## config.mk

```make
export PLATFORM = sky130hd
export DESIGN_NAME = arcade_host_shell
export DESIGN_NICKNAME = d
export VERILOG_FILES = /design/src/verilog/arcade_shell_pkg.sv /design/src/verilog/bridge_settings_regs.sv /design/src/verilog/player_input_merge.sv /design/src/verilog/core_control_stage.sv /design/src/verilog/arcade_host_shell.sv
export SDC_FILE = /design/constraint.sdc
export NUM_CORES = 1
export LEC_CHECK = 0
export BUFFER_PORTS_ARGS = -buffer_cell sky130_fd_sc_hd__clkbuf_2
export CAP_MARGIN = 10
export CORE_MARGIN = 3
export CORE_UTILIZATION = 48
export CTS_CLUSTER_SIZE = 28
export DETAILED_ROUTE_END_ITERATION = 8
export GPL_TIMING_DRIVEN = 0
export HOLD_SLACK_MARGIN = 0.06
export PLACE_DENSITY = 0.72
export SYNTH_ARGS = -nofsm -noshare
export SYNTH_HDL_FRONTEND = slang
export SYNTH_SLANG_ARGS = --single-unit
```

## constraint.sdc

```tcl
create_clock -name clk_74a -period 5.1 [get_ports clk_74a]
set_input_delay 0.51 -clock clk_74a [delete_from_list [all_inputs] [get_ports clk_74a]]
set_output_delay 0.51 -clock clk_74a [all_outputs]
set_load 0.01 [all_outputs]
```

## src/verilog/arcade_shell_pkg.sv

```systemverilog
/*
 * Shared definitions for the arcade host shell.
 * Bridge register addresses, reset hold length and controller key bit positions.
 * Width typedefs, control panel, settings and core input structs.
 */

`default_nettype none

package arcade_shell_pkg;

    ////////////////////////////////////////////////////////////////////////////
    // plain width types

    typedef logic [31:0] bridge_word_t;
    typedef logic [31:0] cont_key_t;
    typedef logic [7:0]  dip_byte_t;
    typedef logic [3:0]  scanline_t;
    typedef logic [13:0] hold_count_t;

    ////////////////////////////////////////////////////////////////////////////
    // bridge register map

    localparam bridge_word_t ADDR_RESET     = 32'hF000_0000;
    localparam bridge_word_t ADDR_DIP       = 32'hF100_0000;
    localparam bridge_word_t ADDR_MODE      = 32'hF200_0000;
    localparam bridge_word_t ADDR_SCANLINES = 32'hF300_0000;

    // value the host sees when reading the reset register
    localparam bridge_word_t RESET_READBACK = 32'd1;

    // core held in reset this many cycles after the last request
    localparam hold_count_t HOLD_CYCLES = 14'd8000;

    ////////////////////////////////////////////////////////////////////////////
    // controller key bitmap positions

    localparam int KEY_UP     = 0;
    localparam int KEY_DOWN   = 1;
    localparam int KEY_LEFT   = 2;
    localparam int KEY_RIGHT  = 3;
    localparam int KEY_FACE_B = 5;
    localparam int KEY_FACE_Y = 7;
    localparam int KEY_SELECT = 14;
    localparam int KEY_START  = 15;

    // arcade control panel, all fields active low at the core
    typedef struct packed {
        logic coin;
        logic start2;
        logic start1;
        logic fire2;
        logic fire1;
        logic up;
        logic down;
        logic left;
        logic right;
    } control_panel_t;

    typedef struct packed {
        dip_byte_t dsw0;
        dip_byte_t dsw1;
        dip_byte_t dsw2;
        dip_byte_t mode;
        scanline_t scanlines;
    } settings_t;

    typedef struct packed {
        control_panel_t controls;
        dip_byte_t      dip1;
        dip_byte_t      dip2;
        dip_byte_t      mode;
        scanline_t      scanlines;
    } core_inputs_t;

endpackage

`default_nettype wire

```

## src/verilog/bridge_settings_regs.sv

```systemverilog
/*
 * Settings registers on the bridge bus.
 * Write decode, stored DIP / mode / scanline words, read buffer and read mux,
 * and the core reset request pulse.
 */

`timescale 1ns/100ps
`default_nettype none

module bridge_settings_regs (
    input  wire                            clk_74a,
    input  wire                            temp_reset,
    input  wire arcade_shell_pkg::bridge_word_t bridge_addr,
    input  wire arcade_shell_pkg::bridge_word_t bridge_wr_data,
    input  wire                            bridge_rd,
    input  wire                            bridge_wr,
    output arcade_shell_pkg::bridge_word_t bridge_rd_data,
    output arcade_shell_pkg::settings_t    settings,
    output logic                           reset_request
);
    import arcade_shell_pkg::*;

    // full words as written by the host
    bridge_word_t dsw_word;
    bridge_word_t mode_word;
    bridge_word_t scnl_word;
    bridge_word_t rd_buffer;
    logic         addr_mapped;

    ////////////////////////////////////////////////////////////////////////////
    // write side

    always_ff @(posedge clk_74a) begin
        if (temp_reset) begin
            dsw_word      <= '0;
            mode_word     <= '0;
            scnl_word     <= '0;
            reset_request <= 1'b0;
        end else begin
            // pulse lasts a single cycle
            reset_request <= 1'b0;
            if (bridge_wr) begin
                case (bridge_addr)
                    ADDR_RESET: reset_request <= 1'b1;
                    ADDR_DIP: begin
                        dsw_word      <= bridge_wr_data;
                        reset_request <= 1'b1;
                    end
                    ADDR_MODE:      mode_word <= bridge_wr_data;
                    ADDR_SCANLINES: scnl_word <= bridge_wr_data;
                    default: ;
                endcase
            end
        end
    end

    ////////////////////////////////////////////////////////////////////////////
    // read side

    // buffer loads on the strobe, host samples it a cycle later
    always_ff @(posedge clk_74a) begin
        if (temp_reset) begin
            rd_buffer <= '0;
        end else if (bridge_rd) begin
            case (bridge_addr)
                ADDR_RESET:     rd_buffer <= RESET_READBACK;
                ADDR_DIP:       rd_buffer <= dsw_word;
                ADDR_MODE:      rd_buffer <= mode_word;
                ADDR_SCANLINES: rd_buffer <= scnl_word;
                default: ;
            endcase
        end
    end

    always_comb begin
        addr_mapped = (bridge_addr == ADDR_RESET) || (bridge_addr == ADDR_DIP) ||
                      (bridge_addr == ADDR_MODE) || (bridge_addr == ADDR_SCANLINES);
        bridge_rd_data = addr_mapped ? rd_buffer : '0;
    end

    // bytes of interest for the core
    always_comb begin
        settings.dsw0      = dsw_word[7:0];
        settings.dsw1      = dsw_word[15:8];
        settings.dsw2      = dsw_word[23:16];
        settings.mode      = mode_word[7:0];
        settings.scanlines = scnl_word[3:0];
    end

    // host side protocol, one strobe at a time
    strobe_exclusive_a: assert property (
        @(posedge clk_74a) disable iff (temp_reset) !(bridge_rd && bridge_wr)
    );

endmodule

`default_nettype wire

```

## src/verilog/player_input_merge.sv

```systemverilog
/*
 * Two-player control merge.
 * Decodes both controller key bitmaps and registers the active-low panel.
 */

`timescale 1ns/100ps
`default_nettype none

module player_input_merge (
    input  wire                              clk_74a,
    input  wire                              temp_reset,
    input  wire arcade_shell_pkg::cont_key_t cont1_key,
    input  wire arcade_shell_pkg::cont_key_t cont2_key,
    output arcade_shell_pkg::control_panel_t panel
);
    import arcade_shell_pkg::*;

    control_panel_t p1_pressed;
    control_panel_t p2_pressed;
    control_panel_t merged;

    // active-high view of one pad, start lands in both start slots
    function automatic control_panel_t decode_keys(input cont_key_t key);
        control_panel_t p;
        p.coin   = key[KEY_SELECT];
        p.start2 = key[KEY_START];
        p.start1 = key[KEY_START];
        p.fire2  = key[KEY_FACE_Y];
        p.fire1  = key[KEY_FACE_B];
        p.up     = key[KEY_UP];
        p.down   = key[KEY_DOWN];
        p.left   = key[KEY_LEFT];
        p.right  = key[KEY_RIGHT];
        return p;
    endfunction

    always_comb begin
        p1_pressed = decode_keys(cont1_key);
        p2_pressed = decode_keys(cont2_key);
        // shared controls from either player
        merged = p1_pressed | p2_pressed;
        // each start button belongs to its own player
        merged.start1 = p1_pressed.start1;
        merged.start2 = p2_pressed.start2;
    end

    always_ff @(posedge clk_74a) begin
        if (temp_reset) begin
            panel <= '1;
        end else begin
            panel <= ~merged;
        end
    end

endmodule

`default_nettype wire

```

## src/verilog/core_control_stage.sv

```systemverilog
/*
 * Core control stage.
 * Reset hold counter with the core run flag, and the registered core input word.
 */

`timescale 1ns/100ps
`default_nettype none

module core_control_stage (
    input  wire                                   clk_74a,
    input  wire                                   temp_reset,
    input  wire arcade_shell_pkg::settings_t      settings,
    input  wire                                   reset_request,
    input  wire arcade_shell_pkg::control_panel_t panel,
    output arcade_shell_pkg::core_inputs_t        core_inputs,
    output logic                                  core_run
);
    import arcade_shell_pkg::*;

    hold_count_t hold_count;

    ////////////////////////////////////////////////////////////////////////////
    // reset hold

    // any request reloads the full count
    always_ff @(posedge clk_74a) begin
        if (temp_reset || reset_request) begin
            hold_count <= HOLD_CYCLES;
            core_run   <= 1'b0;
        end else if (hold_count == '0) begin
            core_run <= 1'b1;
        end else begin
            hold_count <= hold_count - 1'b1;
            core_run   <= 1'b0;
        end
    end

    ////////////////////////////////////////////////////////////////////////////
    // core input word

    always_ff @(posedge clk_74a) begin
        if (temp_reset) begin
            // nothing pressed
            core_inputs.controls  <= '1;
            core_inputs.dip1      <= '0;
            core_inputs.dip2      <= '0;
            core_inputs.mode      <= '0;
            core_inputs.scanlines <= '0;
        end else begin
            core_inputs.controls  <= panel;
            core_inputs.dip1      <= settings.dsw0;
            core_inputs.dip2      <= settings.dsw1;
            core_inputs.mode      <= settings.mode;
            core_inputs.scanlines <= settings.scanlines;
        end
    end

    hold_count_range_a: assert property (
        @(posedge clk_74a) disable iff (temp_reset) hold_count <= HOLD_CYCLES
    );

    // a request from the bridge side stops the core on the very next cycle
    run_low_after_request_a: assert property (
        @(posedge clk_74a) (temp_reset || reset_request) |=> !core_run
    );

endmodule

`default_nettype wire

```

## src/verilog/arcade_host_shell.sv

```systemverilog
/*
 * Host-facing shell of the arcade core.
 * Bridge settings registers and player merge side by side, feeding the core control stage.
 */

`timescale 1ns/100ps
`default_nettype none

module arcade_host_shell (
    input  wire                                 clk_74a,
    input  wire                                 temp_reset,
    input  wire arcade_shell_pkg::bridge_word_t bridge_addr,
    input  wire arcade_shell_pkg::bridge_word_t bridge_wr_data,
    input  wire                                 bridge_rd,
    input  wire                                 bridge_wr,
    output wire arcade_shell_pkg::bridge_word_t bridge_rd_data,
    input  wire arcade_shell_pkg::cont_key_t    cont1_key,
    input  wire arcade_shell_pkg::cont_key_t    cont2_key,
    output wire arcade_shell_pkg::core_inputs_t core_inputs,
    output wire                                 core_run
);
    import arcade_shell_pkg::*;

    settings_t      settings;
    control_panel_t panel;
    logic           reset_request;

    ////////////////////////////////////////////////////////////////////////////
    // host side

    bridge_settings_regs bridge_settings_regs_i (
        .clk_74a        ( clk_74a        ),
        .temp_reset     ( temp_reset     ),
        .bridge_addr    ( bridge_addr    ),
        .bridge_wr_data ( bridge_wr_data ),
        .bridge_rd      ( bridge_rd      ),
        .bridge_wr      ( bridge_wr      ),
        .bridge_rd_data ( bridge_rd_data ),
        .settings       ( settings       ),
        .reset_request  ( reset_request  )
    );

    player_input_merge player_input_merge_i (
        .clk_74a    ( clk_74a    ),
        .temp_reset ( temp_reset ),
        .cont1_key  ( cont1_key  ),
        .cont2_key  ( cont2_key  ),
        .panel      ( panel      )
    );

    ////////////////////////////////////////////////////////////////////////////
    // core side

    core_control_stage core_control_stage_i (
        .clk_74a       ( clk_74a       ),
        .temp_reset    ( temp_reset    ),
        .settings      ( settings      ),
        .reset_request ( reset_request ),
        .panel         ( panel         ),
        .core_inputs   ( core_inputs   ),
        .core_run      ( core_run      )
    );

endmodule

`default_nettype wire

```

==> impl_metrics.json, run 1 <==
{
  "end_kind": "primary output",
  "dr.max_layer_used": "met4",
  "synth_edf_count": 0,
  "dp_hpwl_mm": 12.48,
  "synth.distinct_cells": 45,
  "slew_headroom_pct": 25.87,
  "die_h_um": 132.8,
  "cts_buffer_depth": 2,
  "ctsRootBufferMaster": "clkbuf_16",
  "clock-sinks": 190,
  "power_frac_seq_pct": 46.6,
  "grt_pass1_wl_mm": 29.88,
  "start_util_pct": 49.87,
  "path_buf_inv": 3,
  "nets": 1035,
  "n_antenna_cell": 0,
  "dr_total_vias": 5796,
  "setup_tns_ns": 0,
  "met3WireLength_mm": 1.056,
  "crit_family": "simple AND/OR/NAND/NOR gates",
  "cp-endpoint": "bridge_rd_data[16]",
  "cts_htree_levels": 4,
  "period_needed_ns": 3.146,
  "dieArea_um2": 17640,
  "hold_class": "input port to register",
  "multi_input_area_um2": 3566,
  "p_clk_share_pct": 48.2,
  "drt_iter0_drc": 353,
  "ir_drop_mv": 0.2496,
  "synth_area_um2": 7721,
  "comb_power_share_pct": 5.2,
  "critPathLaunch": "bridge_addr[23]",
  "fp-row-count": 45,
  "clock-skew-final_ns": 0.007385,
  "wl_per_cell_um": 16.35,
  "critPathArrivalTime_ns": 2.64,
  "n_fill_cell": 1322,
  "ctsHoldBuffers": 0,
  "overflow": 0,
  "m1WireLength_mm": 8.446,
  "rsz0062_at_grt": "false",
  "avgSynthCellArea_um2": 10.53,
  "syn-instance-count": 733,
  "finalCritPeriodShare_pct": 61.69,
  "finalSetupViolations": 0,
  "drtPass1Iterations": 5,
  "core_area_um2": 15480,
  "reg2reg_from": "core_control_stage_i.hold_count[0]",
  "crit_path_max_fanout": 10,
  "synthArstFlopShare_pct": 0,
  "routabilityCongestion": 0.7575,
  "postCtsSetupBuffers": 0,
  "finalHoldViolations": 0,
  "path_cells": "clkbuf_2 -> or4_1 -> nor4_4 -> clkbuf_1 -> and3_1 -> clkbuf_2",
  "die-width_um": 132.8,
  "ys_ff_latch": 190,
  "r2r-end": "core_control_stage_i.hold_count[6]",
  "syn_to_final_growth_pct": 22.23,
  "cap_violations": 0,
  "path_clk_slew_ns": 0.06,
  "routed-wl-met2_mm": 8.566,
  "cpMaxStageDelayCell": "nor4_4",
  "p_sw_uw": 683.8,
  "p_int_uw": 2560,
  "regArea_um2": 3804,
  "grt_usage_pct": 21.02,
  "r2r_cells": 6,
  "path_class": "input port to primary output",
  "ys_seq_area_share_pct": 49.26,
  "worst-endpoint-required_ns": 4.59,
  "cts_tree": "yes",
  "crit_top_cell": "clkbuf_2",
  "worst_pin_slew_ns": 1.110,
  "crit_path_max_incr_delay_ns": 0.65,
  "io_buffers": 150,
  "critPathLaunchType": "input port",
  "cts_resized": 0,
  "synthesis.nets": 866,
  "crit_cells": 6,
  "layout_common_cells": "190 x dfxtp_1, 150 x clkbuf_2, 132 x nand2b_1",
  "numCtsBuffers": 17,
  "grt_max_degree": 17,
  "outcome": "complete, no violations",
  "via_per_inst": 5.147,
  "maxSlewViolCount": 0,
  "pin_count": 202,
  "drive_above_1_share_pct": 26.45,
  "grt_antenna_before_repair": 0,
  "p_leak_uw": 0.004481,
  "fin_util_pct": 60.95,
  "ys.flop_type": "dfxtp_1",
  "final_common_cell": "dfxtp_1",
  "reg2reg_slack_ns": 2.45,
  "insertion_delay_ns": 0.43,
  "finalWirelength_mm": 18.41,
  "fmax_mhz": 317.8,
  "final_antenna_net_count": 0,
  "p_sw_share_pct": 21.08,
  "yosys_warnings": 0,
  "drc": 0,
  "grt_pass1_vias": 5824,
  "power_density_nw_per_um2": 343.7
}
layer usage:
metal / GRT usage (%) / vias to the layer above
met5: 0 / -
met4: 6.005 / 0
met3: 6.046 / 34
met2: 33.89 / 137
met1: 27.58 / 2738
li1: - / 2887
worst min-delay path by stage:
stage	start	end	slack [ns]	cells after the start
final	cont1_key[15]	player_input_merge_i.panel[6]	0.24	2
after global routing	cont1_key[15]	player_input_merge_i.panel[6]	0.23	2
after CTS	cont1_key[15]	player_input_merge_i.panel[6]	0.23	2
after detailed placement	player_input_merge_i.panel[6]	core_control_stage_i.core_inputs[34]	0.39	1
after global placement	player_input_merge_i.panel[5]	core_control_stage_i.core_inputs[33]	0.39	1
after floorplan	player_input_merge_i.panel[0]	core_control_stage_i.core_inputs[28]	0.39	1
synthesized netlist by cell type, types with 2 or more instances:
cell	instances	area, um^2
o21ai_0	4	20.02
nand3b_1	5	37.54
nand2b_1	132	825.8
a31oi_1	2	12.51
or3_1	3	18.77
nor2_1	14	52.55
o31ai_1	2	15.01
o21bai_1	7	52.55
buf_6	3	33.78
nor3_1	4	20.02
a22oi_1	31	232.7
and3_1	32	200.2
nor4_1	5	31.28
mux2_2	31	349.1
clkbuf_1	43	161.4
nand3_1	4	20.02
inv_1	32	120.1
or2_2	11	68.82
or4_4	2	22.52
buf_4	3	22.52
a31o_2	2	17.52
nand2_1	6	22.52
nor2b_1	2	12.51
and4_1	3	26.28
o2bb2ai_1	31	271.5
dfxtp_1	190	3804
a21oi_1	6	30.03
nand4_2	2	25.02
buf_2	2	10.01
mux2i_1	100	1001
nand4_1	5	31.28
metrics by stage:
step / hold slack (ns) / setup WS [ns] / total power (uW) / area, um^2 / instances
3_5_place_dp: 0.3928 / 1.955 / 1715 / 8736 / 1094
3_3_place_gp: 0.3903 / 1.954 / 1713 / 8736 / 1094
2_1_floorplan: 0.3895 / 2.536 / 1642 / 7721 / 733
4_1_cts: 0.2280 / 1.957 / 3259 / 9438 / 1126
5_1_grt: 0.2336 / 1.845 / 3343 / 9438 / 1126
6_report: 0.2359 / 1.954 / 3244 / 9438 / 1126
layout make-up:
type	instances	share of cell area, %
buffer	52	2.453
clock buffer	18	4.653
clock inverter	14	2.784
inverter	32	1.273
multi-input combinational	459	37.78
sequential	190	40.30
tap	211	2.797
timing repair buffer	150	7.954
kinds of logic (layout without fill, tap and decap cells):
family	after synthesis	count (layout)	share of synthesized area (%)
fa+ha+maj	1	1	0.1620
simple gates	237	237	19.56
compound gates	89	89	8.864
mux	131	131	17.48
flops	190	190	49.26
xor+xnor	1	1	0.1135
buf+inv	84	266	4.553
flip-flops by register name, indices dropped and copies added (netlist names):
register,cells
bridge_settings_regs_i.dsw_word,32
bridge_settings_regs_i.mode_word,32
bridge_settings_regs_i.rd_buffer,32
bridge_settings_regs_i.reset_request,1
bridge_settings_regs_i.scnl_word,32
core_control_stage_i.core_inputs,37
core_control_stage_i.core_run,1
core_control_stage_i.hold_count,14
player_input_merge_i.panel,9
power by group through the flow:
stage | logic, uW | registers, uW | clock network, uW
global route | 188 | 1510 | 1640
finish | 169 | 1510 | 1560
CTS | 170 | 1510 | 1580
global placement | 167 | 1550 | 0
detailed placement | 168 | 1550 | 0
floorplan | 96.7 | 1550 | 0
Power figures use the tool's default switching activity.
==> inputs of run 2 (changes only) <==
==> constraint.sdc (replaced) <==
create_clock -name clk_74a -period 3.3 [get_ports clk_74a]
set_input_delay 0.33 -clock clk_74a [delete_from_list [all_inputs] [get_ports clk_74a]]
set_output_delay 0.33 -clock clk_74a [all_outputs]
set_load 0.01 [all_outputs]
==> impl_metrics.json, run 2 (synthesis results as in run 1) <==
{
  "layout_setup_ws_ns": 0.5168,
  "p_sw_share_pct": 21.13,
  "power_density_nw_per_um2": 528.8,
  "finalWirelength_mm": 18.51,
  "dp_hpwl_mm": 12.48,
  "multi_input_area_um2": 3566,
  "via_per_inst": 5.171,
  "die-width_um": 132.8,
  "crit_path_max_fanout": 10,
  "crit_top_cell": "clkbuf_2",
  "path_clk_slew_ns": 0.07,
  "finalSetupViolations": 0,
  "power_frac_seq_pct": 46.5,
  "finalCritPeriodShare_pct": 84.34,
  "syn_to_final_growth_pct": 23.01,
  "p_sw_uw": 1061,
  "fin_util_pct": 61.34,
  "crit_family": "simple AND/OR/NAND/NOR gates",
  "grt_max_degree": 17,
  "period_needed_ns": 2.783,
  "reg2reg_slack_ns": 0.68,
  "instances_no_fill": 1132,
  "p_clk_share_pct": 48.1,
  "p_int_uw": 3961,
  "final_common_cell": "dfxtp_1",
  "slew_headroom_pct": 28.10,
  "drtPass1Iterations": 5,
  "worst_pin_slew_ns": 1.076,
  "reg2reg_from": "core_control_stage_i.hold_count[0]",
  "n_antenna_cell": 0,
  "drc": 0,
  "n_fill_cell": 1315,
  "dr_total_vias": 5854,
  "fp-row-count": 45,
  "maxSlewViolCount": 0,
  "ir_drop_mv": 0.3883,
  "critPathLaunchType": "input port",
  "grt_pass1_vias": 5861,
  "start_util_pct": 49.87,
  "largest_reg_flops": 37,
  "fmax_mhz": 359.3,
  "crit_path_max_incr_delay_ns": 0.65,
  "power_uw": 5022,
  "outcome": "complete, no violations",
  "top_register": "core_control_stage_i.core_inputs",
  "grt_usage_pct": 21.10,
  "io_buffers": 150,
  "cap_violations": 0,
  "min-delay-start": "cont2_key[3]",
  "hold_class": "input port to register",
  "dieArea_um2": 17640,
  "layout_common_cells": "190 x dfxtp_1, 150 x clkbuf_2, 132 x nand2b_1",
  "pin_count": 202,
  "drive_above_1_share_pct": 26.28,
  "numCtsBuffers": 17,
  "hold_end": "player_input_merge_i.panel[0]",
  "ctsHoldBuffers": 6,
  "die_h_um": 132.8,
  "drt_iter0_drc": 366,
  "path_cells": "clkbuf_2 -> or4_1 -> nor4_4 -> clkbuf_1 -> and3_1 -> clkbuf_2",
  "r2r-end": "core_control_stage_i.hold_count[6]",
  "nets": 1041,
  "cts_buffer_depth": 2,
  "end_kind": "primary output",
  "finalHoldViolations": 0,
  "regArea_um2": 3804,
  "grt_antenna_before_repair": 0,
  "cts_resized": 0,
  "overflow": 0,
  "cts_tree": "yes",
  "r2r_cells": 6,
  "grt_pass1_wl_mm": 30.00,
  "comb_power_share_pct": 5.3,
  "wl_per_cell_um": 16.35,
  "insertion_delay_ns": 0.44,
  "routabilityCongestion": 0.7575,
  "dp.cells": 1094,
  "ctsRootBufferMaster": "clkbuf_16",
  "path_class": "input port to primary output",
  "cts_htree_levels": 4,
  "worst-endpoint-required_ns": 2.97,
  "clock-sinks": 190,
  "setup_tns_ns": 0,
  "min_path_cells": 2,
  "rsz0062_at_grt": "false",
  "critPathArrivalTime_ns": 2.45,
  "final_antenna_net_count": 0,
  "critPathLaunch": "bridge_addr[23]",
  "clock-skew-final_ns": 0.01066,
  "postCtsSetupBuffers": 0,
  "dp_slack_ns": 0.5147,
  "cpMaxStageDelayCell": "nor4_4",
  "p_leak_uw": 0.004506,
  "core_area_um2": 15480,
  "path_buf_inv": 3
}
run 2: how the worst max path moves through the flow:
stage	end	slack (ns)	cells after the start
global placement	bridge_rd_data[20]	0.51	6
global route	core_control_stage_i.hold_count[6]	0.40	6
finish	bridge_rd_data[16]	0.52	6
floorplan	bridge_rd_data[10]	1.10	4
detailed placement	bridge_rd_data[20]	0.51	6
CTS	bridge_rd_data[20]	0.52	6
run 2: power groups by stage:
stage	sequential, uW	clock [uW]	combinational (uW)
3_5_place_dp	2390	0	260
2_1_floorplan	2390	0	149
3_3_place_gp	2390	0	259
4_1_cts	2340	2440	268
6_report	2340	2420	268
5_1_grt	2340	2540	296
run 2: worst reg2reg max path, cell delays in order, from the launching register on:
cell	delay, ns
dfxtp_1	0.32
inv_1	0.09
ha_1	0.18
nor3b_1	0.87
nand4_1	0.57
and4_1	0.40
o21ai_0	0.12
run 2: cell type report:
cell class	count	share of cell area [%]
repair buffers	156	8.536
inverters	32	1.265
clock buffers	18	4.624
well taps	211	2.780
flip-flops and latches	190	40.05
plain buffers	52	2.437
clock inverters	14	2.766
multi-input cells	459	37.54
run 2: layer usage:
metal | share of wire (%) | wire (um) | track usage [%]
met3 | 5.6 | 1030 | 6.084
met2 | 47 | 8686 | 34.17
met5 | 0 | 0 | 0
met1 | 46 | 8457 | 27.55
met4 | 1.8 | 333 | 6.005
run 2: per-stage QoR:
| stage | hold WS (ns) | cell area (um^2) |
|---|---|---|
| final | 0.07202 | 9498 |
| after global placement | 0.3903 | 8736 |
| after global routing | 0.06735 | 9498 |
| after floorplan | 0.3895 | 7721 |
| after detailed placement | 0.3928 | 8736 |
| after CTS | 0.06037 | 9498 |
